<file path="src/rtl/vision_pkg.sv">
//====================================================================
// Vision package
// Pixel widths, stream constants and shared types of the camera
// video path
//====================================================================
package vision_pkg;

  //==================================================================
  // Data widths
  //==================================================================
  typedef logic [11:0] raw_pix_t;  // Raw Bayer sample from the sensor
  typedef logic [11:0] chan_t;     // One RGB colour channel
  typedef logic [7:0]  byte_pix_t; // Gray, threshold or mask byte
  typedef logic [11:0] coord_t;    // Column or row index
  typedef logic [31:0] count_t;    // Frame counter and rate value

  //==================================================================
  // Stream constants
  //==================================================================
  // Widest raw line the Bayer line buffer can hold
  localparam int MAX_LINE_W = 2048;
  localparam int LINE_AW    = $clog2(MAX_LINE_W); // Line buffer address bits

  // Frame ends to skip after reset before the stream opens
  localparam int SYNC_FRAMES = 2;

  // Mask byte values
  localparam byte_pix_t MASK_ON  = 8'd255;
  localparam byte_pix_t MASK_OFF = 8'd0;

  // One second of CLOCK_50
  localparam int unsigned DEF_RATE_WINDOW = 50_000_000;

  //==================================================================
  // FSM encodings
  //==================================================================
  // Frame synchronizer states
  typedef enum logic [1:0] {
    SYNC_WAIT, // Counting frame ends
    SYNC_ARM,  // Count reached, waiting for blanking
    SYNC_OPEN  // Pixels pass until reset
  } sync_state_t;

endpackage

</file>
<file path="src/rtl/rate_meter.sv">
//====================================================================
// Rate meter
// Frames captured per window and a heartbeat LED
//====================================================================
module rate_meter import vision_pkg::*; #(
  parameter int unsigned RATE_WINDOW = DEF_RATE_WINDOW
) (
  input  logic   CLOCK_50,
  input  logic   rst,
  input  count_t frame_count,
  output count_t rate,
  output logic   pulse_led
);

  localparam count_t WIN_LAST = count_t'(RATE_WINDOW - 1);

  count_t win_cnt;  // Cycles into current window
  count_t snap;     // Frame count at last wrap

  always_ff @(posedge CLOCK_50) begin
    if (rst) begin
      win_cnt   <= '0;
      snap      <= '0;
      rate      <= '0;
      pulse_led <= 1'b0;
    end else if (win_cnt == WIN_LAST) begin
      win_cnt   <= '0;
      rate      <= frame_count - snap; // Frames in this window
      snap      <= frame_count;
      pulse_led <= ~pulse_led;         // Heartbeat
    end else begin
      win_cnt <= win_cnt + 1'b1;
    end
  end

endmodule

</file>
<file path="config.mk">
export PLATFORM = sky130hd
export DESIGN_NAME = rate_meter
export DESIGN_NICKNAME = d
export VERILOG_FILES = /design/src/rtl/vision_pkg.sv /design/src/rtl/rate_meter.sv
export SDC_FILE = /design/constraint.sdc
export NUM_CORES = 1
export LEC_CHECK = 0
export ABC_CLOCK_PERIOD_IN_PS = 2400
export BUFFER_PORTS_ARGS = -buffer_cell sky130_fd_sc_hd__buf_2
export CAP_MARGIN = 20
export CELL_PAD_IN_SITES_DETAIL_PLACEMENT = 1
export CELL_PAD_IN_SITES_GLOBAL_PLACEMENT = 1
export CORE_ASPECT_RATIO = 1.5
export CORE_MARGIN = 4
export CORE_UTILIZATION = 39
export CTS_CLUSTER_SIZE = 28
export DETAILED_ROUTE_END_ITERATION = 8
export PLACE_DENSITY_LB_ADDON = 0.1
export SYNTH_ARGS = -nofsm -noshare
export SYNTH_HDL_FRONTEND = slang
export SYNTH_SLANG_ARGS = --single-unit
</file>
<file path="constraint.sdc">
create_clock -name CLOCK_50 -period 2.4 [get_ports CLOCK_50]
set_input_delay 0.12 -clock CLOCK_50 [delete_from_list [all_inputs] [get_ports CLOCK_50]]
set_output_delay 0.12 -clock CLOCK_50 [all_outputs]
set_load 0.02 [all_outputs]
</file>
==> results.sh <==
export IMPL_status="finished, violations left"
export IMPL_failed_checks="setup timing"
export IMPL_yosysTopAreaCell="dfxtp_1"
export IMPL_mostFrequentLayoutCells="nand2_1 (140), dfxtp_1 (87), buf_4 (78), a21oi_1 (72), buf_2 (66)"
export IMPL_required_ns=2.63
export IMPL_p_int_uw=2690
export IMPL_synth_ff_type="dfxtp_1"
export IMPL_synth_async_sr_flop_share_pct=0
export IMPL_synth_edf_count=0
export IMPL_start_util_pct=40.1
export IMPL_placed_area_um2=6500
export IMPL_critical_path_max_stage_delay_ns=0.34
export IMPL_path_cells="ha_4 -> fa_2 -> and2b_2 -> o2111ai_4 -> buf_4 -> a21oi_2 -> o21ai_1 -> buf_4 -> nor4_4 -> buf_4 -> nor2_1 -> xnor2_1 -> a22o_1"
export IMPL_postLayoutCoreUtil_pct=54.5
export IMPL_synth_top_area_share_pct=35.6
export IMPL_grt_overflow=0
export IMPL_fin_setup_tns_ns=-0.621
export IMPL_tightest_slew_ns=0.641
export IMPL_cts_root_buffer="clkbuf_16"
export IMPL_core_area_um2=13600
export IMPL_power_frac_seq_pct=43.7
export IMPL_cpMostUsedCell="buf_4"
export IMPL_cts_sinks=97
export IMPL_p_comb_share_pct=14.7
export IMPL_fin_crit_sh_pct=106
export IMPL_grt_first_pass_wirelength_mm=28.7
export IMPL_skew_ns=0.00850
export IMPL_synth_distinct_cells=56
export IMPL_fillCellCount=1679
export IMPL_die_h_um=153
export IMPL_synth_warnings=0
export IMPL_setup_violations=7
export IMPL_yosysSeqAreaShare_pct=35.6
export IMPL_wl_mm=18.2
export IMPL_htree_levels=3
export IMPL_sw_frac_of_total_pct=27.3
export IMPL_setup_ws_ns=-0.154
export IMPL_leakagePower_uw=0.00296
export IMPL_place_inst=991
export IMPL_nets=922
export IMPL_vias=5553
export IMPL_ys_top_cells_by_area="dfxtp_1 (36%), nand2_1 (9.7%), a21oi_1 (7.5%)"
export IMPL_hold_viol_final=0
export IMPL_synthCells=719
export IMPL_crit_slowest_cell="dfxtp_2"
export IMPL_drv_cap=0
export IMPL_clkPwrFrac_pct=41.6
export IMPL_grt_max_degree=39
export IMPL_stdcell_count=1022
export IMPL_antenna_found_initial=0
export IMPL_cts_tree="built"
export IMPL_dr_pass1_iters=4
export IMPL_report_final_slew_viol_count=0
export IMPL_min_period_ns=2.55
export IMPL_grt_usage_pct=21.6
export IMPL_layout_commonest_cell="nand2_1"
export IMPL_antenna_cells=0
export IMPL_num_rows=52
export IMPL_finalInstanceArea_um2=7410
export IMPL_synth_fp_nets=786
export IMPL_synth_area_per_cell_um2=7.59
export IMPL_drt_wirelength_per_cell_um=17.8
export IMPL_holdCritPathClass="in -> reg"
export IMPL_clk_latency_ns=0.35
export IMPL_io_buffer_count=66
export IMPL_cts_max_path_buffers=2
export IMPL_cellPowerDensity_nw_per_um2=498
export IMPL_area_growth_pct=35.8
export IMPL_layout_drive_gt1_share_pct=28.3
export IMPL_dp_hpwl_mm=13.3
export IMPL_path_max_fanout=3
export IMPL_max_slew_margin_rel_pct=57.1
export IMPL_io_pins=67
export IMPL_start_kind="flip-flop"
export IMPL_ys_ff_latch=97
export IMPL_fmax_mhz=392
export IMPL_ir_drop_uv=286
export IMPL_drc=0
export IMPL_rsz0062_at_grt="true"
export IMPL_gp_congestion=0.857
export IMPL_p_sw_uw=1010
export IMPL_numCtsBuffers=9
export IMPL_vias_per_cell=5.43
export IMPL_die_x_um=105
export IMPL_drtIter0Drc=155
export IMPL_grt_pass1_vias=6033
export IMPL_die_area_um2=16000
export IMPL_final_antenna_net_count=0
export IMPL_endpoint_kind="flip-flop"
export IMPL_critPathKind="reg -> reg"
export IMPL_clk_pin_slew_ns=0.08
export IMPL_syn_area_um2=5460
export IMPL_critPathArrivalTime_ns=2.79
worst max-delay path, delay by kind of cell, from the launching register on:
kind,cells,cell delay (ns)
AOI/OAI and AO/OA,4,0.58
xor gates and xnor gates,1,0.14
adders and majority gates,2,0.49
buffers and inverters,3,0.47
DFF,1,0.34
and+or+nand+nor,3,0.43
repair_timing:
| item | 4_1_cts | 5_1_grt |
|---|---|---|
| setup buffers | 1 | 11 |
| resized for setup | 25 | 62 |
| cloned | 0 | 3 |
| pin swaps | 8 | 25 |
| hold buffers | 0 | 0 |
| setup endpoints to repair | 50 | 79 |
final timing paths:
| check | from | end | slack, ns | cells after the start |
|---|---|---|---|---|
| worst min-delay path | frame_count[0] | snap[0] | 0.02 | 3 |
| worst min register to register | rate[8] | rate[8] | 0.45 | 2 |
| worst max register to register | snap[0] | rate[24] | -0.15 | 13 |
| worst max-delay path | snap[0] | rate[24] | -0.15 | 13 |
sequential cells by signal, summed over array words and instances (netlist names):
register	flops
win_cnt	32
snap	32
pulse_led	1
rate	32
per-stage QoR:
step / power [uW] / hold WS (ns) / setup slack (ns)
floorplan: 1920 / 0.260 / -0.00530
global placement: 2100 / 0.381 / -0.134
detailed placement: 2110 / 0.388 / -0.236
CTS: 3660 / 0.0208 / -0.152
global route: 3860 / 0.0172 / -0.343
finish: 3690 / 0.0192 / -0.154
Yosys cell counts, types with 2 or more instances:
cell / instances
a21oi_1: 82
a211o_1: 3
nor2_1: 67
nand2b_1: 6
nand4_1: 15
a211oi_1: 2
ha_1: 32
or4_1: 4
clkbuf_1: 20
xnor2_1: 26
xor2_1: 28
dfxtp_1: 97
and3_1: 12
and4_1: 4
inv_1: 47
a31oi_1: 9
nor2b_1: 4
nand2_1: 141
nor4b_1: 4
a221oi_1: 2
o21bai_1: 3
a311oi_1: 2
buf_2: 10
a22o_1: 4
nand3b_1: 3
a21o_1: 12
o21a_1: 4
nor4_1: 4
nor3_1: 9
o21ai_0: 15
nand3_1: 23
routing by layer:
metal / routed length [um] / vias to the layer above / GRT usage, %
met1: 6920 / 2698 / 21.9
met2: 10400 / 84 / 43.1
met3: 391 / 41 / 3.12
met4: 545 / 0 / 8.63
li1: - / 2730 / -
met5: 0 / - / 0
kinds of logic (layout without fill, tap and decap cells):
kind of cell    Yosys count  in the layout  synth area share (%)
compound gates          154            154                  17.3
xor+xnor                 54             54                  8.66
fa+ha+maj                33             33                  7.70
buf+inv                  79            220                  5.68
flops                    97             97                  35.6
mux                       1              1                 0.183
simple gates            301            301                  24.9
power groups by stage:
stage	Clock, uW	Combinational, uW	Sequential (uW)
final	1540	543	1610
after global routing	1660	590	1610
after CTS	1570	479	1610
after detailed placement	0	459	1650
after global placement	0	447	1650
after floorplan	0	264	1650
area by class of cell:
class	instances	area (um2)	share of cell area [%]
flip-flops and latches	97	1960	26.4
clock buffers	9	225	3.04
repair buffers	157	1130	15.3
well taps	162	203	2.73
multi-input cells	543	3630	49.0
inverters	47	176	2.38
clock inverters	7	85.1	1.15
(Power assumes the default switching activity.)
