File: src/rtl/vision_pkg.sv
//====================================================================
// Vision package
// Pixel widths, stream constants and shared types of the camera
// video path
//====================================================================
package vision_pkg;

  //==================================================================
  // Data widths
  //==================================================================
  typedef logic [11:0] raw_pix_t;  // Raw Bayer sample from the sensor
  typedef logic [11:0] chan_t;     // One RGB colour channel
  typedef logic [7:0]  byte_pix_t; // Gray, threshold or mask byte
  typedef logic [11:0] coord_t;    // Column or row index
  typedef logic [31:0] count_t;    // Frame counter and rate value

  //==================================================================
  // Stream constants
  //==================================================================
  // Widest raw line the Bayer line buffer can hold
  localparam int MAX_LINE_W = 2048;
  localparam int LINE_AW    = $clog2(MAX_LINE_W); // Line buffer address bits

  // Frame ends to skip after reset before the stream opens
  localparam int SYNC_FRAMES = 2;

  // Mask byte values
  localparam byte_pix_t MASK_ON  = 8'd255;
  localparam byte_pix_t MASK_OFF = 8'd0;

  // One second of CLOCK_50
  localparam int unsigned DEF_RATE_WINDOW = 50_000_000;

  //==================================================================
  // FSM encodings
  //==================================================================
  // Frame synchronizer states
  typedef enum logic [1:0] {
    SYNC_WAIT, // Counting frame ends
    SYNC_ARM,  // Count reached, waiting for blanking
    SYNC_OPEN  // Pixels pass until reset
  } sync_state_t;

endpackage

File: src/rtl/frame_sync.sv
//====================================================================
// Frame synchronizer
// Holds the RGB stream off after reset until whole frames can be
// passed from their first pixel
//====================================================================
module frame_sync import vision_pkg::*; (
  input  logic  CLOCK_50,
  input  logic  rst,
  input  chan_t in_red,
  input  chan_t in_green,
  input  chan_t in_blue,
  input  logic  in_valid,
  input  logic  frame_valid,
  output chan_t out_red,
  output chan_t out_green,
  output chan_t out_blue,
  output logic  out_valid
);

  localparam int CW = $clog2(SYNC_FRAMES + 1);
  localparam logic [CW-1:0] LAST_END = CW'(SYNC_FRAMES - 1);

  sync_state_t   state;
  logic [CW-1:0] end_cnt;   // Frame ends seen so far
  logic          fv_d;
  logic          frame_end;

  assign frame_end = fv_d & ~frame_valid;

  // Gate FSM, stays open once opened
  always_ff @(posedge CLOCK_50) begin
    if (rst) begin
      state   <= SYNC_WAIT;
      end_cnt <= '0;
      fv_d    <= 1'b0;
    end else begin
      fv_d <= frame_valid;
      case (state)
        SYNC_WAIT:
          if (frame_end) begin
            if (end_cnt == LAST_END)
              state <= SYNC_ARM;
            else
              end_cnt <= end_cnt + 1'b1;
          end
        SYNC_ARM:
          if (!frame_valid)
            state <= SYNC_OPEN; // Only in blanking
        default:
          state <= SYNC_OPEN;
      endcase
    end
  end

  // Pixel register
  always_ff @(posedge CLOCK_50) begin
    out_red   <= in_red;
    out_green <= in_green;
    out_blue  <= in_blue;
    if (rst)
      out_valid <= 1'b0;
    else
      out_valid <= in_valid & (state == SYNC_OPEN);
  end

endmodule

File: config.mk
export PLATFORM = sky130hd
export DESIGN_NAME = frame_sync
export DESIGN_NICKNAME = d
export VERILOG_FILES = /design/src/rtl/vision_pkg.sv /design/src/rtl/frame_sync.sv
export SDC_FILE = /design/constraint.sdc
export NUM_CORES = 1
export LEC_CHECK = 0
export ABC_AREA = 1
export BUFFER_PORTS_ARGS = -buffer_cell sky130_fd_sc_hd__buf_2
export CAP_MARGIN = 20
export CORE_MARGIN = 5
export CORE_UTILIZATION = 42
export CTS_BUF_LIST = sky130_fd_sc_hd__clkbuf_2
export CTS_CLUSTER_SIZE = 8
export DETAILED_ROUTE_END_ITERATION = 8
export GPL_ROUTABILITY_DRIVEN = 0
export HOLD_SLACK_MARGIN = 0.15
export PLACE_DENSITY = 0.85
export SKIP_LAST_GASP = 1
export SLEW_MARGIN = 0
export SYNTH_ARGS = -nofsm -noshare
export SYNTH_HDL_FRONTEND = slang
export SYNTH_SLANG_ARGS = --single-unit
File: constraint.sdc
create_clock -name CLOCK_50 -period 2.9 [get_ports CLOCK_50]
set_input_delay 0.29 -clock CLOCK_50 [delete_from_list [all_inputs] [get_ports CLOCK_50]]
set_output_delay 0.29 -clock CLOCK_50 [all_outputs]
set_load 0.02 [all_outputs]
==> results of run 1 <==
## final timing paths
check | to | slack (ps) | cells after the start
worst max-delay path | fv_d | 1610 | 4
worst min register to register | out_valid | 490 | 2
worst min-delay path | state[0] | 220 | 3
worst max register to register | end_cnt[1] | 1870 | 6
## per-layer routing
metal | share of wire (%) | wire, um | vias to the layer above
met5 | 0 | 0 | -
met4 | 1.6 | 53 | 0
met3 | 14 | 470 | 6
met2 | 48 | 1603 | 61
met1 | 36 | 1196 | 419
li1 | - | - | 446
## per-stage QoR
stage | instances | power [mW] | util, % | hold slack, ps | setup WS, ps
4_1_cts | 216 | 0.9684 | 81.62 | 198.9 | 1643
3_3_place_gp | 171 | 0.7203 | 62.67 | 391.8 | 1953
5_1_grt | 216 | 1.009 | 81.62 | 189.3 | 1614
3_5_place_dp | 171 | 0.7252 | 62.67 | 393.6 | 1906
2_1_floorplan | 67 | 0.6697 | - | 317.7 | 1972
6_report | 216 | 0.9675 | 81.62 | 220.4 | 1614
## timing repair
action	CTS	global route
gates resized for setup	0	0
hold endpoints to repair	40	0
hold buffers	39	0
## power by group
part / leakage, nW / switching, mW / internal, mW / total, mW
clock network: 0.0223 / 0.161 / 0.0480 / 0.209
registers: 0.353 / 0.00880 / 0.607 / 0.616
logic: 0.522 / 0.0692 / 0.0739 / 0.143
## sequential cells by signal, indices dropped and copies added, names as in the netlist
| register | cells |
|---|---|
| state | 2 |
| out_red | 12 |
| out_valid | 1 |
| end_cnt | 2 |
| fv_d | 1 |
| out_green | 12 |
| out_blue | 12 |
## worst max-delay path, delay by kind of cell
family | cells | cell delay, ps
buffers and inverters | 3 | 1220
AND/OR/NAND/NOR | 1 | 100
## cells by family after synthesis
logic type,after synthesis
DFF,42
and+or+nand+nor,17
buffers and inverters,6
adders and majority gates,1
AOI/OAI and AO/OA,1
## cell usage in the layout, fill, tap and decap left out
master and n:
buf_2 76, ha_1 1, clkinv_1 1, clkbuf_2 5, nand3_2 1, nand4_1 1
dfxtp_1 42, nand2_1 4, nand3b_1 1, nor3_1 1, nand3_1 1, inv_1 6
nor2_2 2, nor2_1 4, a21oi_1 1, and2_1 1, nor3b_1 1, dlygate4sd3_1 39
## cell type report
cell class	count	area share, %
well taps	28	1.940
flip-flops and latches	42	46.57
clock buffers	5	1.386
clock inverters	1	0.2079
multi-input cells	19	5.960
repair buffers	115	42.69
inverters	6	1.247
==> results.tsv, run 1 <==
metric	value	unit
status	complete, no violations	
Via Count	932	
fmax	777.6	MHz
Mapped Cells	67	
Post-synth ARST share	0	%
Worst Setup SP	rst	
cell area after layout	1805	um^2
Port Buf Inserts	76	
CTS HTree Levels	2	
largest net degree at the start of global routing	12	
crit start category	primary input	
TritonCTS clock tree	built	
largest family of logic cells by synthesized area	simple AND/OR/NAND/NOR gates	
Routed WL	3.324	mm
CP required	3230	ps
I/O pin total	77	
simple-gate share of the synthesized area	9.278	%
Synth top area share	86.60	%
routed len/inst	15.39	um
vias in the first global route	1067	
Setup Fix Bufs, Post-CTS	0	
net count after synthesis	108	
initial antenna violation count	0	
worst path cell trace	dlygate4sd3_1, buf_2, nor2_1, dlygate4sd3_1	
worst min-delay path startpoint	frame_valid	
share of layout cells above drive strength 1	44.68	%
Seq/Total Area, Yosys	86.60	%
nets	230	
worst relative slew slack	87.83	%
fill count	141	
Slew @ Worst Pin	182.5	ps
adder-cell share of the synthesized area	1.289	%
Clk Latency, worst-skew pair	360	ps
min Tclk post-route	1286	ps
met2 usage	36.29	%
synth top area cells	dfxtp_1 (87%), inv_1 (2.3%), nand2_1 (1.5%)	
antenna cell count	0	
final hold viol count	0	
P per Cell Area	535.9	nW/um^2
Reg area	840.8	um^2
Vias per Instance	4.315	
Most Crowded Layer GR	met2	
WP data arrival	1610	ps
Synth Register Bits	42	
post-synthesis cell area	970.9	um^2
Post-Place Cell Area	1386	um^2
chip height	58.08	um
Max-Cap Viols	0	
Synth area leader	dfxtp_1	
CP peak stage delay	540	ps
RSZ-0062 raised after global routing	no	
Root Driver	clkbuf_2	
CP Class	in2reg	
Primary FF master, synth	dfxtp_1	
area of the multi-input gates	107.6	um^2
final setup TNS	0	ps
DRT antenna net count	0	
number of buffers created by CTS	5	
synth unique cells	14	
Peak VDD IR	437.5	uV
Max clock buf depth	2	
CP Max Fanout	5	
Hold Crit Class	in2reg	
Crit. End Element	flop	
area grow syn2layout	85.95	%
DRC Markers	0	
DRT iter0 DRCs	12	
most used cell, CP	dlygate4sd3_1	
portion of netlist area occupied by mux cells	0	%
M3 GR Usage	14.03	%
grt total ovfl	0	
Global Route Usage Sum	21.44	%
grt met1 use	20.39	%
reg2reg start	end_cnt[1]	
endpoints failing setup	0	
first-pass GRT wire length	5.133	mm
Slowest-stage cell, CP	dlygate4sd3_1	
EDFF count, synth	0	
Setup Skew	3.875	ps
Static Leakage	0.8969	nW
most common cell in the netlist	dfxtp_1	
CTS clk-pin slew, worst paths	170	ps
Clock Sinks	42	
fin crit share	44.35	%
die area	3373	um^2
die width	58.08	um
Synth warnings	0	
Max Slew Vio Count	0	
Cell Rows	17	
Initial Utilization	43.89	%
Final HPWL DP	1.927	mm
core box area	2212	um^2
Synth Area in Compound Gates	0.5155	%
xor/xnor cell area share of the yosys netlist	0	%
DRT Pass-1 Iters	3	
most frequent cells after synthesis	dfxtp_1 (42), inv_1 (6), nand2_1 (4), nor2_1 (4), nor2_2 (2)	
Post-Syn Area per Cell	14.49	um^2
Power figures use the tool's default switching activity.
==> inputs of run 2 (changes only) <==
CORE_UTILIZATION = 39   (was 42)
PLACE_DENSITY = 0.8   (was 0.85)
clock period = 1.2 ns   (was 2.9 ns; I/O delays follow)
==> run 2 against run 1 <==
Against the previous run:
- final cell count rose by 1.9%
- worst setup slack got worse by 1600 ps
- critical path depth grew 1
- highest routed layer is now met3
- sequential power is 140% higher
- largest cell class unchanged
- largest power group unchanged
==> results.tsv, run 2 (synthesized netlist as in run 1, its figures left out) <==
metric	value	unit	change
critical path's top delay family	buffers and inverters		
worst path cell trace	dlygate4sd3_1, buf_2, inv_1, nor2_1, dlygate4sd3_1		
endpoints failing setup	0		unchanged
Final HPWL DP	1.727	mm	-10%
CP peak stage delay	550	ps	about the same
Slowest-stage cell, CP	dlygate4sd3_1		
Setup Fix Bufs, Post-CTS	0		unchanged
Buf/Inv on CP	4		+1
worst relative slew slack	88.29	%	+0.46 points
r2r setup slk	180	ps	-1690 ps
TritonCTS clock tree	built		
largest net degree at the start of global routing	12		unchanged
I/O pin total	77		unchanged
Max-Cap Viols	0		unchanged
Max clock buf depth	2		unchanged
status	complete, no violations		
min Tclk post-route	1172	ps	
routed len/inst	12.66	um	-18%
grt total ovfl	0		unchanged
final hold viol count	0		unchanged
Routed WL	2.786	mm	-16%
CP Class	in2reg		
Port Buf Inserts	76		unchanged
area grow syn2layout	87.89	%	
worst hold margin	388.1	ps	+167.7 ps
Vias per Instance	4.100		-5.0%
crit start category	primary input		
commonest cells after routing, fill and taps aside	buf_2 (76), dfxtp_1 (42), dlygate4sd3_1 (40), clkbuf_2 (7), inv_1 (6)		
CP Max Fanout	3		-2
DRC Markers	0		unchanged
fin crit share	97.69	%	
RSZ-0062 raised after global routing	no		
number of buffers created by CTS	5		unchanged
fmax	853.0	MHz	
DRT Pass-1 Iters	4		+1
hold_buf cts	40		+2.6%
final setup TNS	0	ps	unchanged
Post-Layout Cell Count	220		+1.9%
Peak VDD IR	1074	uV	+150%
first-pass GRT wire length	4.360	mm	-15%
most common cell after layout, fill and taps aside	buf_2		
Slew @ Worst Pin	175.4	ps	-7.065 ps
Crit. End Element	flop		
CTS clk-pin slew, worst paths	170	ps	about the same
P per Cell Area	1287	nW/um^2	+140%
share of layout cells above drive strength 1	45.26	%	+0.58 points
Global Route Usage Sum	17.45	%	-4.0 points
Clk Latency, worst-skew pair	350	ps	about the same
die width	59.90	um	+3.1%
Root Driver	clkbuf_2		
initial antenna violation count	0		unchanged
Resize count post-CTS	0		unchanged
Via Count	902		-3.2%
nets	231		+0.43%
Cell Rows	18		+1
vias in the first global route	1045		-2.1%
Clock Sinks	42		unchanged
chip height	59.90	um	+3.1%
Initial Utilization	39.92	%	-4.0 points
core box area	2432	um^2	+10%
CP required	1460	ps	-1770 ps
DRT iter0 DRCs	13		+1
die area	3587	um^2	+6.3%
Static Leakage	0.9078	nW	+1.2%
WP data arrival	1430	ps	-180 ps
largest registers	out_blue x12, out_green x12, out_red x12		
most used cell, CP	dlygate4sd3_1		
Hold Crit Class	in2reg		
DRT antenna net count	0		unchanged
Max Slew Vio Count	0		unchanged
CTS HTree Levels	2		unchanged
# placed instances	173		+1.2%
antenna cell count	0		unchanged
Setup Skew	4.015	ps	+0.1395 ps
[run 2: worst paths after layout]
check                                  from           end  cells after the start
worst max-delay path            frame_valid          fv_d                      5
worst max register to register   end_cnt[1]    end_cnt[1]                      6
worst min-delay path            in_green[3]  out_green[3]                      2
worst min register to register     state[1]     out_valid                      2
[run 2: cell type report]
class | instances | area, um^2
Sequential cell | 42 | 840.8
Timing Repair Buffer | 116 | 780.7
Fill cell | 185 | 608.1
Multi-Input combinational cell | 19 | 107.6
Tap cell | 30 | 37.54
Clock buffer | 7 | 35.03
Inverter | 6 | 22.52
[run 2: report_power, final]
part | leakage (nW) | switching [mW] | internal (mW)
Sequential | 0.353 | 0.0166 | 1.47
Combinational | 0.526 | 0.158 | 0.180
Clock | 0.0291 | 0.373 | 0.152
[run 2: metrics by stage]
stage	util, %	cell area [um^2]	power, mW	worst slack (ps)
final	75.00	1824	2.347	27.71
after global routing	75.00	1824	2.470	11.22
after CTS	75.00	1824	2.387	83.48
after detailed placement	57.10	1389	1.749	214.6
after global placement	57.10	1389	1.739	250.0
after floorplan	-	970.9	1.618	272.3
[run 2: routing by layer]
metal	global-route usage [%]	vias up	wire (um)
met5	0	-	0
met4	6.329	0	0
met3	7.991	0	185
met2	37.81	32	1851
met1	11.77	417	749
li1	-	453	-
==> inputs of run 3 (changes only) <==
ABC_AREA = default   (was 1)
CELL_PAD_IN_SITES_DETAIL_PLACEMENT = 1   (was default)
CELL_PAD_IN_SITES_GLOBAL_PLACEMENT = 2   (was default)
CORE_UTILIZATION = 23   (was 39)
==> run 3 against run 2 <==
Against the previous run:
- via count increased by 4.3%
- design area increased by 2.1%
- highest routed layer is now met4
- die area grew 56%
- critical path type is now reg2reg
- final cell count rose by 6.4%
==> results.tsv, run 3 <==
metric	value	unit	change
nets	224		-3.0%
DRC Markers	0		unchanged
Max-Cap Viols	0		unchanged
Synth top area share	86.82	%	+0.22 points
worst hold margin	339.8	ps	-48.24 ps
Clock Sinks	42		unchanged
largest family of logic cells by synthesized area	simple AND/OR/NAND/NOR gates		
Slowest-stage cell, CP	dfxtp_2		
Max clock buf depth	2		unchanged
Global Route Usage Sum	14.33	%	-3.1 points
CP required	1520	ps	+60 ps
initial antenna violation count	0		unchanged
die area	5609	um^2	+56%
CTS HTree Levels	2		unchanged
Final HPWL DP	2.059	mm	+19%
worst relative slew slack	84.92	%	-3.4 points
TritonCTS clock tree	built		
CP peak stage delay	370	ps	-180 ps
crit start category	flop		
DRT Pass-1 Iters	3		-1
Setup Skew	0.7720	ps	-3.243 ps
M1 WL	1.233	mm	+65%
Seq/Total Area, Yosys	86.82	%	+0.22 points
DRT iter0 DRCs	18		+5
adder-cell share of the synthesized area	1.292	%	+0.0033 points
simple-gate share of the synthesized area	7.106	%	-2.2 points
first-pass GRT wire length	5.589	mm	+28%
chip height	74.89	um	+25%
most common cell after layout, fill and taps aside	buf_2		
met3 wire len	513	um	+180%
synth unique cells	15		+1
highest metal used	met4		
endpoints failing setup	0		unchanged
Reg area	843.3	um^2	+0.30%
Mapped Cells	60		-10%
fill count	450		+140%
Crit. End Element	flop		
post-placement worst setup slack	23.60	ps	-191.0 ps
P per Cell Area	1301	nW/um^2	+1.1%
largest registers	out_blue x12, out_green x12, out_red x12		
Cell Rows	23		+5
cell area after layout	1863	um^2	+2.1%
Hold Crit Class	in2reg		
Clk Latency, worst-skew pair	380	ps	+30 ps
CTS clk-pin slew, worst paths	200	ps	+30 ps
vias in the first global route	1102		+5.5%
min Tclk post-route	1091	ps	-81.06 ps
Via Count	941		+4.3%
Synth Register Bits	42		unchanged
CP Max Fanout	3		unchanged
commonest cells after routing, fill and taps aside	buf_2 (76), dfxtp_1 (40), dlygate4sd3_1 (39), clkbuf_2 (5), nor2_1 (3)		
final hold viol count	0		unchanged
share of layout cells above drive strength 1	50.00	%	+4.7 points
xor/xnor cell area share of the yosys netlist	0	%	unchanged
worst path cell trace	inv_1, ha_2, nor2_4, and2_1, a211oi_2		
final setup margin	108.8	ps	+81.06 ps
status	complete, no violations		
fin crit share	90.94	%	-6.8 points
EDFF count, synth	0		unchanged
met2 wire len	1.796	mm	-3.0%
Synth Area in Compound Gates	4.005	%	+3.5 points
Buf/Inv on CP	1		-3
fmax	916.4	MHz	+7.4%
Critical Path Stages	5		unchanged
final setup TNS	0	ps	unchanged
post-synthesis cell area	968.4	um^2	-0.26%
Primary FF master, synth	dfxtp_1		
most common cell in the netlist	dfxtp_1		
Peak VDD IR	693.1	uV	-35%
Synth area leader	dfxtp_1		
area of the multi-input gates	130.1	um^2	+21%
Max Slew Vio Count	0		unchanged
portion of netlist area occupied by mux cells	0	%	unchanged
r2r worst-path depth	5		-1
I/O pin total	77		unchanged
Synth warnings	0		unchanged
most frequent cells after synthesis	dfxtp_1 (42), nor2_1 (4), inv_1 (2)		
Hold Path Depth	2		unchanged
Routed WL	3.630	mm	+30%
WP data arrival	1420	ps	about the same
Vias per Instance	4.021		-1.9%
number of buffers created by CTS	5		unchanged
die width	74.89	um	+25%
Post-synth ARST share	0	%	unchanged
routed len/inst	15.51	um	+22%
RSZ-0062 raised after global routing	no		
antenna cell count	0		unchanged
area grow syn2layout	92.38	%	
critical path's top delay family	flip-flops		
Slew @ Worst Pin	226.0	ps	+50.58 ps
net count after synthesis	101		-6.5%
DRT antenna net count	0		unchanged
grt total ovfl	0		unchanged
Root Driver	clkbuf_2		
largest net degree at the start of global routing	14		+2
Static Leakage	0.8916	nW	-1.8%
Post-Syn Area per Cell	16.14	um^2	+11%
CP Class	reg2reg		
Port Buf Inserts	76		unchanged
Post-Place Cell Area	1411	um^2	+1.6%
Initial Utilization	24.04	%	-16 points
synth top area cells	dfxtp_1 (87%), nor3b_4 (1.9%), nor2_1 (1.6%)		
core box area	4029	um^2	+66%
==> run 3: final timing paths <==
kind / start / end / slack, ps
max: end_cnt[1] / end_cnt[1] / 110
min: in_red[8] / out_red[8] / 340
max reg2reg: end_cnt[1] / end_cnt[1] / 110
min reg2reg: end_cnt[0] / end_cnt[0] / 510
==> run 3: where the power goes <==
part,switching [mW],internal [mW]
Clock,0.445,0.133
Sequential,0.0214,1.47
Combinational,0.171,0.185
Total,0.637,1.79
==> run 3: worst register-to-register path, delay by kind of cell, from the launching register on <==
kind / cells / cell delay, ps
AO/OA/AOI/OAI: 1 / 190
AND/OR/NAND/NOR: 2 / 230
adder cells (fa/ha/maj): 1 / 200
buffers and inverters: 1 / 50
flip-flops: 1 / 370
==> run 3: cell type report <==
class                           count  area share, %
Sequential cell                    42          45.27
Timing Repair Buffer              116          41.77
Multi-Input combinational cell     16          6.985
Tap cell                           50          3.358
Clock buffer                        5          1.343
Clock inverter                      3         0.8731
Inverter                            2         0.4030
==> run 3: per-stage QoR <==
stage,total power [mW],utilization [%],std cells
2_1_floorplan,1.620,-,60
3_3_place_gp,1.747,35.03,186
3_5_place_dp,1.758,35.03,186
4_1_cts,2.426,45.81,233
5_1_grt,2.533,46.24,234
6_report,2.423,46.24,234
==> run 3: logic make-up (layout without fill, tap and decap cells) <==
family	after synthesis	after routing
AOI/OAI and AO/OA	5	5
adders and majority gates	1	1
buffers and inverters	2	126
DFF	42	42
and+or+nand+nor	10	10
==> run 3: routing by layer <==
| metal | track usage, % | vias to the layer above |
|---|---|---|
| li1 | - | 440 |
| met1 | 13.06 | 433 |
| met2 | 24.95 | 60 |
| met3 | 8.945 | 8 |
| met4 | 6.719 | 0 |
| met5 | 0 | - |
==> run 3: what timing repair did <==
item                                   in CTS  in global routing
endpoints found under the hold margin      42                  0
setup buffers                               0                  1
resized for setup                           1                  4
pin swaps                                   0                  0
setup endpoints to repair                   2                  2
hold buffers                               39                  0
