## config.mk

```make
export PLATFORM = sky130hd
export DESIGN_NAME = pixel_classifier
export DESIGN_NICKNAME = d
export VERILOG_FILES = /design/src/rtl/vision_pkg.sv /design/src/rtl/pixel_classifier.sv
export SDC_FILE = /design/constraint.sdc
export NUM_CORES = 1
export LEC_CHECK = 0
export BUFFER_PORTS_ARGS = -buffer_cell sky130_fd_sc_hd__clkbuf_2
export CORE_ASPECT_RATIO = 0.9
export CORE_MARGIN = 2
export CORE_UTILIZATION = 38
export DETAILED_ROUTE_END_ITERATION = 7
export PLACE_DENSITY = 0.58
export SLEW_MARGIN = 25
export SYNTH_ARGS = -nofsm -noshare
export SYNTH_HDL_FRONTEND = slang
export SYNTH_SLANG_ARGS = --single-unit
```

## constraint.sdc

```tcl
create_clock -name CLOCK_50 -period 4.73 [get_ports CLOCK_50]
set_input_delay 0 -clock CLOCK_50 [delete_from_list [all_inputs] [get_ports CLOCK_50]]
set_output_delay 0 -clock CLOCK_50 [all_outputs]
set_load 0.02 [all_outputs]
```

## src/rtl/vision_pkg.sv

```systemverilog
//====================================================================
// Vision package
// Pixel widths, stream constants and shared types of the camera
// video path
//====================================================================
package vision_pkg;

  //==================================================================
  // Data widths
  //==================================================================
  typedef logic [11:0] raw_pix_t;  // Raw Bayer sample from the sensor
  typedef logic [11:0] chan_t;     // One RGB colour channel
  typedef logic [7:0]  byte_pix_t; // Gray, threshold or mask byte
  typedef logic [11:0] coord_t;    // Column or row index
  typedef logic [31:0] count_t;    // Frame counter and rate value

  //==================================================================
  // Stream constants
  //==================================================================
  // Widest raw line the Bayer line buffer can hold
  localparam int MAX_LINE_W = 2048;
  localparam int LINE_AW    = $clog2(MAX_LINE_W); // Line buffer address bits

  // Frame ends to skip after reset before the stream opens
  localparam int SYNC_FRAMES = 2;

  // Mask byte values
  localparam byte_pix_t MASK_ON  = 8'd255;
  localparam byte_pix_t MASK_OFF = 8'd0;

  // One second of CLOCK_50
  localparam int unsigned DEF_RATE_WINDOW = 50_000_000;

  //==================================================================
  // FSM encodings
  //==================================================================
  // Frame synchronizer states
  typedef enum logic [1:0] {
    SYNC_WAIT, // Counting frame ends
    SYNC_ARM,  // Count reached, waiting for blanking
    SYNC_OPEN  // Pixels pass until reset
  } sync_state_t;

endpackage

```

## src/rtl/pixel_classifier.sv

```systemverilog
//====================================================================
// Pixel classifier
// Two-stage pipeline producing a gray byte and a red marker mask
// from brightness and chroma windows
//====================================================================
module pixel_classifier import vision_pkg::*; (
  input  logic      CLOCK_50,
  input  logic      rst,
  input  chan_t     red,
  input  chan_t     green,
  input  chan_t     blue,
  input  logic      in_valid,
  input  byte_pix_t bri_thres_l,
  input  byte_pix_t bri_thres_h,
  input  byte_pix_t chroma_thres_l,
  input  byte_pix_t chroma_thres_h,
  output byte_pix_t gray,
  output byte_pix_t bin,
  output logic      out_valid
);

  byte_pix_t   r8;
  byte_pix_t   g8;
  byte_pix_t   b8;
  byte_pix_t   max_c;
  byte_pix_t   min_c;
  logic [13:0] gray_sum;   // R + 2G + B, full width
  logic [13:0] gray_sum_q;
  byte_pix_t   max_q;
  byte_pix_t   min_q;
  logic        red_top_q;  // Red is the largest component
  logic        v1;
  byte_pix_t   chroma;
  logic        hit;

  //==================================================================
  // Stage one
  //==================================================================
  assign r8 = red[11:4];   // Upper byte of each channel
  assign g8 = green[11:4];
  assign b8 = blue[11:4];

  assign max_c = (r8 >= g8) ? ((r8 >= b8) ? r8 : b8) : ((g8 >= b8) ? g8 : b8);
  assign min_c = (r8 <= g8) ? ((r8 <= b8) ? r8 : b8) : ((g8 <= b8) ? g8 : b8);

  assign gray_sum = {2'b00, red} + {1'b0, green, 1'b0} + {2'b00, blue};

  always_ff @(posedge CLOCK_50) begin
    gray_sum_q <= gray_sum;
    max_q      <= max_c;
    min_q      <= min_c;
    red_top_q  <= (r8 >= g8) && (r8 >= b8); // Ties count as red
  end

  //==================================================================
  // Stage two
  //==================================================================
  assign chroma = max_q - min_q; // Never wraps

  assign hit = red_top_q &&
               (max_q  >= bri_thres_l)    && (max_q  <= bri_thres_h) &&
               (chroma >= chroma_thres_l) && (chroma <= chroma_thres_h);

  always_ff @(posedge CLOCK_50) begin
    gray <= gray_sum_q[13:6]; // Divide by 4, keep upper byte
    bin  <= hit ? MASK_ON : MASK_OFF;
  end

  // Valid pipeline
  always_ff @(posedge CLOCK_50) begin
    if (rst) begin
      v1        <= 1'b0;
      out_valid <= 1'b0;
    end else begin
      v1        <= in_valid;
      out_valid <= v1;
    end
  end

endmodule

```

==> qor.yml, run 1 <==
status: "complete, no violations"
wl_met2_mm: 3.238
tightest_slew_ps: 712.8
drtPass1Iterations: 4
wirelength_mm: 7.311
die_y_um: 92.92
min_to: "min_q[7]"
setup_viol: 0
ant_nets: 0
ctsHtreeMaxLevel: 2
worstSetupPathType: "register to register"
worstHoldStart: "green[11]"
cp_slowest_cell: "fa_1"
num_io_pins: 88
die_w_um: 102.8
grt_max_degree: 12
finalHoldViolations: 0
wl_met1_mm: 3.676
cts_sinks: 36
initial_core_util_pct: 38.96
cts_setup_buffers: 0
fin_crit_sh_pct: 64.18
dr_wl_met3_um: 333
ys_warn_count: 0
drive_gt1_share_pct: 22.69
min_period_ps: 3036
wire_per_inst_um: 12.76
rows: 32
end_kind: "register"
crit_chain: "inv_1, ha_1, inv_1, fa_1, a21o_1, a21oi_1, o21bai_1, a21oi_1, xnor2_1, ha_1, nand4_1, or3_1, a21boi_0, o2111a_1"
synthFlopType: "dfxtp_1"
yosysSeqAreaShare_pct: 21.59
p_leak_uw: 0.002103
grt_pass1_wl_mm: 12.21
gp_congestion: 0.8304
skew_ps: 1.811
reg2reg_slack_ps: 1690
grt_util_all_layers_pct: 16.06
clock_latency_ps: 280
area_growth_pct: 19.34
ir_drop_mv: 0.1214
synth.avg_cell_area_sq_um: 9.146
drc: 0
worstReg2RegStart: "max_q[0]"
nets: 610
synth_nets: 522
core_area_sq_um: 8568
fmax_mhz: 329.4
dieArea_sq_um: 9551
grt_pass1_vias: 2773
clk_pin_slew_worst_paths_ps: 70
via_per_inst: 4.888
fin_setup_tns_ps: 0
hold_depth: 2
worstPathArrival_ps: 3260
drt_iter0_drc: 91
synth_edf_count: 0
cts_made_buffers: 5
reg2reg_to: "bin[6]"
num_vias: 2801
yosysUniqueCellTypes: 50
cts_tree: "yes"
dp_hpwl_mm: 6.499
worstPathRequired_ps: 4950
hp-class: "input port to register"
final_core_util_pct: 46.50
rsz0062_at_grt: "false"
power_density_nw_per_um2: 359.4
cts-root-buf: "clkbuf_8"
synthCells: 365
startpoint_type: "register"
final-max-slew-violation-count: 0
syn_area_sq_um: 3338
synth-seq-cells: 36
slew_headroom_pct: 51.12
grt_antenna_before_repair: 0
maxCapViolations: 0
ff2ff_path_depth: 14
crit_path_max_incr_delay_ps: 400
diodes: 0
synthArstFlopShare_pct: 0
clockBufferDepth: 2
grt_overflow: 0
top_layer_used: "met4"
cp_max_fo: 3
io_buffer_count: 87
timing repair:
item                      CTS  global route
hold buffers                4             0
hold endpoints to repair    4             0
resized for setup           0             0
metal layers:
layer	vias up	track usage (%)
met4	0	3.180
met5	-	0
met2	62	26.53
li1	1464	-
met1	1270	22.00
met3	5	2.717
worst max-delay path, delay by kind of cell (launching register included):
family / cells / cell delay (ps)
AOI/OAI and AO/OA: 6 / 1100
and+or+nand+nor: 2 / 450
DFF: 1 / 300
xor gates and xnor gates: 1 / 130
adders and majority gates: 3 / 860
buffers and inverters: 2 / 140
layout by cell type (no fill, tap or decap), drive strengths merged, types with 2 or more instances in the layout:
master       instances
clkbuf              93
nor3                 4
dfxtp               36
a21oi               27
nand2               12
o21a                 4
dlygate4sd3          4
a211oi               2
or2                  3
a222oi               8
xor2                 3
a31oi                2
nand2b               4
nor2                16
nor2b                8
xnor2               10
or3                  2
a311oi               2
o21bai               4
inv                 65
nand4b               2
nand3                2
o21ai               13
ha                  74
fa                  12
nand4               10
nor3b                2
a21o                 7
clkinv               2
a221o                8
kinds of logic after synthesis:
| logic type | synth area share [%] |
|---|---|
| AO/OA/AOI/OAI | 19.04 |
| AND/OR/NAND/NOR | 11.28 |
| flip-flops | 21.59 |
| adder cells (fa/ha/maj) | 34.93 |
| buffers and inverters | 9.445 |
| multiplexers | 0.2999 |
| XOR/XNOR | 3.411 |
sequential cells by signal (all words and copies together) (netlist names):
signal and cells:
gray_sum_q 8, bin 1, max_q 8, out_valid 1, min_q 8, gray 8, v1 1, red_top_q 1
cells in the mapped netlist (all sizes together) (3+ instances only):
cell type  instances  area, sq um
a21o               7        52.55
a21oi             27        135.1
a221o              8        80.08
a222oi             8        80.08
buf                8        63.81
dfxtp             36        720.7
fa                12        240.2
ha                74        925.9
inv               65        244.0
nand2             12        45.04
nand2b             4        25.02
nand4             10        62.56
nor2              16        60.06
nor2b              8        57.55
nor3               4        20.02
o21a               4        30.03
o21ai             13        65.06
o21bai             4        30.03
or2                3        18.77
xnor2             10        87.58
xor2               3        26.28
where the power goes:
| group | switching [uW] | internal (uW) |
|---|---|---|
| Sequential | 30.0 | 395 |
| Clock | 107 | 116 |
| Combinational | 431 | 353 |
final cells by class:
cell class	count	area [sq um]
flip-flops and latches	36	720.7
inverters	65	244.0
repair buffers	91	475.5
clock buffers	6	82.58
multi-input cells	254	2302
well taps	119	148.9
fillers	876	4584
clock inverters	2	10.01
stage by stage:
step	setup WS [ps]	hold WS (ps)	power, uW	area (sq um)	std cells
global route	1542	10.60	1577	3984	573
CTS	1719	14.18	1447	3984	573
floorplan	2031	71.61	1003	3338	365
finish	1694	10.80	1432	3984	573
detailed placement	1757	181.9	1216	3851	561
global placement	1873	176.5	1189	3851	561
worst max path at each step:
stage	start	endpoint	slack, ps
finish	max_q[0]	bin[6]	1690
global route	max_q[0]	bin[6]	1540
CTS	max_q[0]	bin[6]	1720
detailed placement	max_q[0]	bin[6]	1760
global placement	max_q[0]	bin[6]	1870
floorplan	max_q[0]	bin[6]	2030
Power figures use the tool's default switching activity.
==> inputs of run 2 (changes only) <==
==> constraint.sdc (replaced) <==
create_clock -name CLOCK_50 -period 2.8 [get_ports CLOCK_50]
set_input_delay 0 -clock CLOCK_50 [delete_from_list [all_inputs] [get_ports CLOCK_50]]
set_output_delay 0 -clock CLOCK_50 [all_outputs]
set_load 0.02 [all_outputs]
==> run 2 against run 1 <==
Net effect: worst hold slack worse by 8.5 ps; sequential power rose by 69%; sequential share of layout area down 0.13 points; power grew 70%; combinational power rose by 76%; clock skew shrank 0.70 ps; critical endpoint unchanged; highest routed layer unchanged.
==> qor.yml, run 2 (synthesized netlist as in run 1, its figures left out) <==
layout_commonest_cell: "clkbuf_2"
whs_ps: 2.288  # -8.514 ps
multi_input_area_sq_um: 2315  # +0.54%
slew_headroom_pct: 49.58  # -1.5 points
dp_hpwl_mm: 6.488  # -0.18%
cts_sinks: 36  # unchanged
min_period_ps: 2762  # -274.0 ps
p_leak_uw: 0.002118  # +0.75%
finalHoldViolations: 0  # unchanged
fin_cells: 577  # +0.70%
nFillCells: 871  # -0.57%
via_per_inst: 4.934  # +0.94%
crit_path_max_incr_delay_ps: 340  # -60 ps
diodes: 0  # unchanged
hp-class: "input port to register"
nets: 615  # +0.82%
cp_slowest_cell: "fa_2"
initial_core_util_pct: 38.96  # unchanged
wirelength_mm: 7.401  # +1.2%
ant_nets: 0  # unchanged
drtPass1Iterations: 4  # unchanged
cp_max_fo: 2  # -1
core_area_sq_um: 8568  # unchanged
cts-root-buf: "clkbuf_8"
wire_per_inst_um: 12.83  # +0.53%
setup_viol: 0  # unchanged
grt_util_all_layers_pct: 16.38  # +0.32 points
crit_chain: "inv_1, ha_1, inv_1, fa_2, a21o_1, a21oi_2, o21bai_1, a21oi_1, xnor2_1, ha_1, nand4_1, or3_1, a21boi_1, o2111a_1"
die_w_um: 102.8  # unchanged
final_cell_mix: "clkbuf_2 (87), ha_1 (74), inv_1 (65)"
grt_pass1_vias: 2853  # +2.9%
seqCellArea_sq_um: 721.9  # +0.17%
critPathBufInv: 2  # unchanged
worstSetupPathType: "register to register"
placed_cell_area_sq_um: 3881  # +0.78%
rows: 32  # unchanged
area_growth_pct: 20.43
worstPathRequired_ps: 3030  # -1920 ps
status: "complete, no violations"
ir_drop_mv: 0.1934  # +59%
fin_crit_sh_pct: 98.63  # +34 points
grt_overflow: 0  # unchanged
grt_max_degree: 11  # -1
worstPathArrival_ps: 2990  # -270 ps
finalInstanceArea_sq_um: 4020  # +0.91%
dieArea_sq_um: 9551  # unchanged
fmax_mhz: 362.1  # +9.9%
num_vias: 2847  # +1.6%
cts_made_buffers: 5  # unchanged
reg2reg_slack_ps: 40  # -1660 ps
power_density_nw_per_um2: 606.7  # +69%
maxCapViolations: 0  # unchanged
io_buffer_count: 87  # unchanged
end_kind: "register"
clock_latency_ps: 280  # about the same
dp_cells: 565  # +0.71%
clockBufferDepth: 2  # unchanged
rsz0062_at_grt: "true"
power_uw: 2439  # +70%
ctsHtreeMaxLevel: 2  # unchanged
fin_setup_tns_ps: 0  # unchanged
skew_ps: 1.112  # -0.6985 ps
grt_antenna_before_repair: 0  # unchanged
cts_tree: "yes"
drive_gt1_share_pct: 24.24  # +1.5 points
tightest_slew_ps: 735.2  # +22.39 ps
final-max-slew-violation-count: 0  # unchanged
num_io_pins: 88  # unchanged
startpoint_type: "register"
drt_iter0_drc: 109  # +20%
clk_pin_slew_worst_paths_ps: 70  # about the same
path_delay_family: "compound AO/OA/AOI/OAI gates"
drc: 0  # unchanged
grt_pass1_wl_mm: 12.52  # +2.5%
die_y_um: 92.92  # unchanged
gp_congestion: 0.8273  # -0.37%
==> run 2: cell count changes in the layout (fill, tap and decap cells not counted), sizes merged <==
cell    previous run  this run
buf                0         5
clkinv             2         1
==> run 2: power breakdown <==
part | leakage (uW) | internal [uW] | switching, uW | total, uW
clock network | 0.0000410 | 169 | 171 | 340
registers | 0.000303 | 668 | 52.2 | 720
logic | 0.00177 | 630 | 749 | 1380
total | 0.00212 | 1470 | 972 | 2440
==> run 2: per-stage QoR <==
| stage | setup WS (ps) | util [%] |
|---|---|---|
| after CTS | 22.46 | 46.89 |
| final | 38.29 | 46.92 |
| after detailed placement | -117.7 | 45.30 |
| after global routing | -140.6 | 46.92 |
| after floorplan | 100.5 | - |
| after global placement | 15.92 | 45.30 |
==> run 2: metal layers <==
metal  up-vias  share of wire (%)  global-route usage (%)
met5         -                  0                       0
met4         0                1.6                   4.386
met3        14                4.8                   2.943
met2        71                 43                   26.09
met1      1281                 50                   22.67
li1       1481                  -                       -
==> run 2: worst paths after layout <==
check	start	end	depth (start not counted)
worst max-delay path	max_q[0]	bin[6]	14
worst min-delay path	blue[9]	min_q[5]	2
worst max register to register	max_q[0]	bin[6]	14
worst min register to register	gray_sum_q[6]	gray[0]	0
==> run 2: final cells by class <==
class                      instances  area share, %
clock buffer                       6          1.805
tap                              119          3.704
sequential                        36          17.96
inverter                          65          6.069
timing repair buffer              96          12.76
clock inverter                     1         0.1245
multi-input combinational        254          57.58
==> run 2: worst register-to-register path: stages (launching register included) <==
cell,delay [ps]
dfxtp_1,300
inv_1,60
ha_1,140
inv_1,60
fa_2,350
a21o_1,200
a21oi_2,140
o21bai_1,80
a21oi_1,180
xnor2_1,110
ha_1,320
nand4_1,110
or3_1,330
a21boi_1,140
o2111a_1,200
==> run 2: repair_timing <==
item,in CTS,in global routing
endpoints found under the hold margin,3,0
pin swaps,7,4
hold buffers,4,0
buffers inserted,1,0
resized for setup,5,1
setup endpoints to repair,1,1
==> inputs of run 3 (changes only) <==
--- a/config.mk
+++ b/config.mk
@@ -10,6 +10,7 @@
 export CORE_MARGIN = 2
 export CORE_UTILIZATION = 38
 export DETAILED_ROUTE_END_ITERATION = 7
+export HOLD_SLACK_MARGIN = 0.08
 export PLACE_DENSITY = 0.58
 export SLEW_MARGIN = 25
 export SYNTH_ARGS = -nofsm -noshare
==> run 3 against run 2 <==
Net effect: die area unchanged; sequential share of layout area down 0.73 points; critical endpoint unchanged; design area up 4.2%.
==> qor.yml, run 3 (synthesized netlist as in run 1, its figures left out) <==
grtUsageMet3_pct: 2.491  # -0.45 points
dieArea_sq_um: 9551  # unchanged
grt_max_degree: 11  # unchanged
cp_slowest_cell: "fa_2"
drt_iter0_drc: 99  # -9.2%
final_cell_mix: "clkbuf_2 (87), ha_1 (74), inv_1 (65)"
placed_cell_area_sq_um: 3881  # unchanged
crit_chain: "inv_1, ha_1, inv_1, fa_2, a21o_1, a21oi_2, o21bai_1, a21oi_1, xnor2_1, ha_1, nand4_1, or3_1, a21boi_1, o2111a_1"
drtPass1Iterations: 5  # +1
rows: 32  # unchanged
rsz0062_at_grt: "true"
grt_pass1_vias: 2942  # +3.1%
core_area_sq_um: 8568  # unchanged
num_io_pins: 88  # unchanged
p_leak_uw: 0.002189  # +3.4%
critPathBufInv: 2  # unchanged
crit_path_max_incr_delay_ps: 340  # about the same
die_w_um: 102.8  # unchanged
grt_pass1_wl_mm: 12.87  # +2.8%
grt_overflow: 0  # unchanged
setup_viol: 0  # unchanged
path_delay_family: "compound AO/OA/AOI/OAI gates"
power_density_nw_per_um2: 587.0  # -3.3%
hp-class: "input port to register"
skew_ps: 1.507  # +0.3943 ps
finalInstanceArea_sq_um: 4190  # +4.2%
ant_nets: 0  # unchanged
cts-root-buf: "clkbuf_8"
end_kind: "register"
area_growth_pct: 25.52
grt_util_all_layers_pct: 16.85  # +0.47 points
wirelength_mm: 7.598  # +2.7%
ir_drop_mv: 0.1930  # -0.17%
tightest_slew_ps: 748.1  # +12.87 ps
finalHoldViolations: 0  # unchanged
final-max-slew-violation-count: 0  # unchanged
use_met1_pct: 23.22  # +0.55 points
io_buffer_count: 87  # unchanged
cts_sinks: 36  # unchanged
gp_congestion: 0.8273  # unchanged
drc: 0  # unchanged
nets: 632  # +2.8%
wire_per_inst_um: 12.79  # -0.28%
maxCapViolations: 0  # unchanged
die_y_um: 92.92  # unchanged
via_per_inst: 4.931  # about the same
grt_util_met2_pct: 27.23  # +1.1 points
nFillCells: 862  # -1.0%
min_period_ps: 2762  # -0.1998 ps
cp_max_fo: 2  # unchanged
final_core_util_pct: 48.90  # +2.0 points
worstSetupPathType: "register to register"
cts_tree: "yes"
grt_antenna_before_repair: 0  # unchanged
clockBufferDepth: 2  # unchanged
ctsHtreeMaxLevel: 2  # unchanged
whs_ps: 76.71  # +74.42 ps
slew_headroom_pct: 48.70  # -0.88 points
cts_made_buffers: 5  # unchanged
dp_hpwl_mm: 6.488  # unchanged
num_vias: 2929  # +2.9%
fmax_mhz: 362.1  # about the same
drive_gt1_share_pct: 23.37  # -0.87 points
worstPathRequired_ps: 3030  # about the same
clk_pin_slew_worst_paths_ps: 70  # about the same
worstPathArrival_ps: 2990  # about the same
startpoint_type: "register"
fin_crit_sh_pct: 98.63  # about the same
clock_latency_ps: 290  # about the same
status: "complete, no violations"
initial_core_util_pct: 38.96  # unchanged
grt_most_used_layer: "met2"
layout_commonest_cell: "clkbuf_2"
diodes: 0  # unchanged
run 3: tightest hold or removal path, delay by kind of cell:
| family | cells | cell delay, ps |
|---|---|---|
| buffers and inverters | 2 | 220 |
| AOI/OAI and AO/OA | 1 | 90 |
run 3: what timing repair did:
item                                    in CTS  in global routing
hold endpoints to repair                    18                  0
hold buffers                                21                  0
buffers inserted                             1                  0
endpoints found under the setup margin       1                  1
pin swaps                                    7                  4
resized for setup                            5                  1
run 3: area by class of cell:
type	count	area (sq um)	share of cell area, %
inverters	65	244.0	5.823
well taps	119	148.9	3.553
clock buffers	6	72.57	1.732
clock inverters	1	5.005	0.1194
multi-input cells	254	2315	55.24
repair buffers	113	683.2	16.30
flip-flops and latches	36	721.9	17.23
run 3: report_power, final:
group / total (uW) / switching, uW / internal (uW)
Clock: 341 / 172 / 169
Combinational: 1400 / 754 / 645
Sequential: 720 / 52.1 / 668
run 3: metrics by stage:
step / setup TNS [ps] / setup slack, ps / std cells / power, uW
6_report: 0 / 38.49 / 594 / 2460
5_1_grt: -140.6 / -140.6 / 594 / 2720
4_1_cts: 0 / 22.46 / 594 / 2481
3_5_place_dp: -117.7 / -117.7 / 565 / 2082
3_3_place_gp: 0 / 15.92 / 565 / 2029
2_1_floorplan: 0 / 100.5 / 365 / 1694
run 3: path summary, 6_finish.rpt:
path	from	slack, ps	cells past startpoint	endpoint
setup / recovery	max_q[0]	40	14	bin[6]
hold / removal	red[5]	80	3	max_q[1]
setup reg to reg	max_q[0]	40	14	bin[6]
hold reg to reg	gray_sum_q[6]	330	0	gray[0]
run 3: metal layers:
metal,up-vias,share of wire [%]
li1,1512,-
met1,1318,50
met2,85,44
met3,14,4.5
met4,0,1.7
met5,-,0
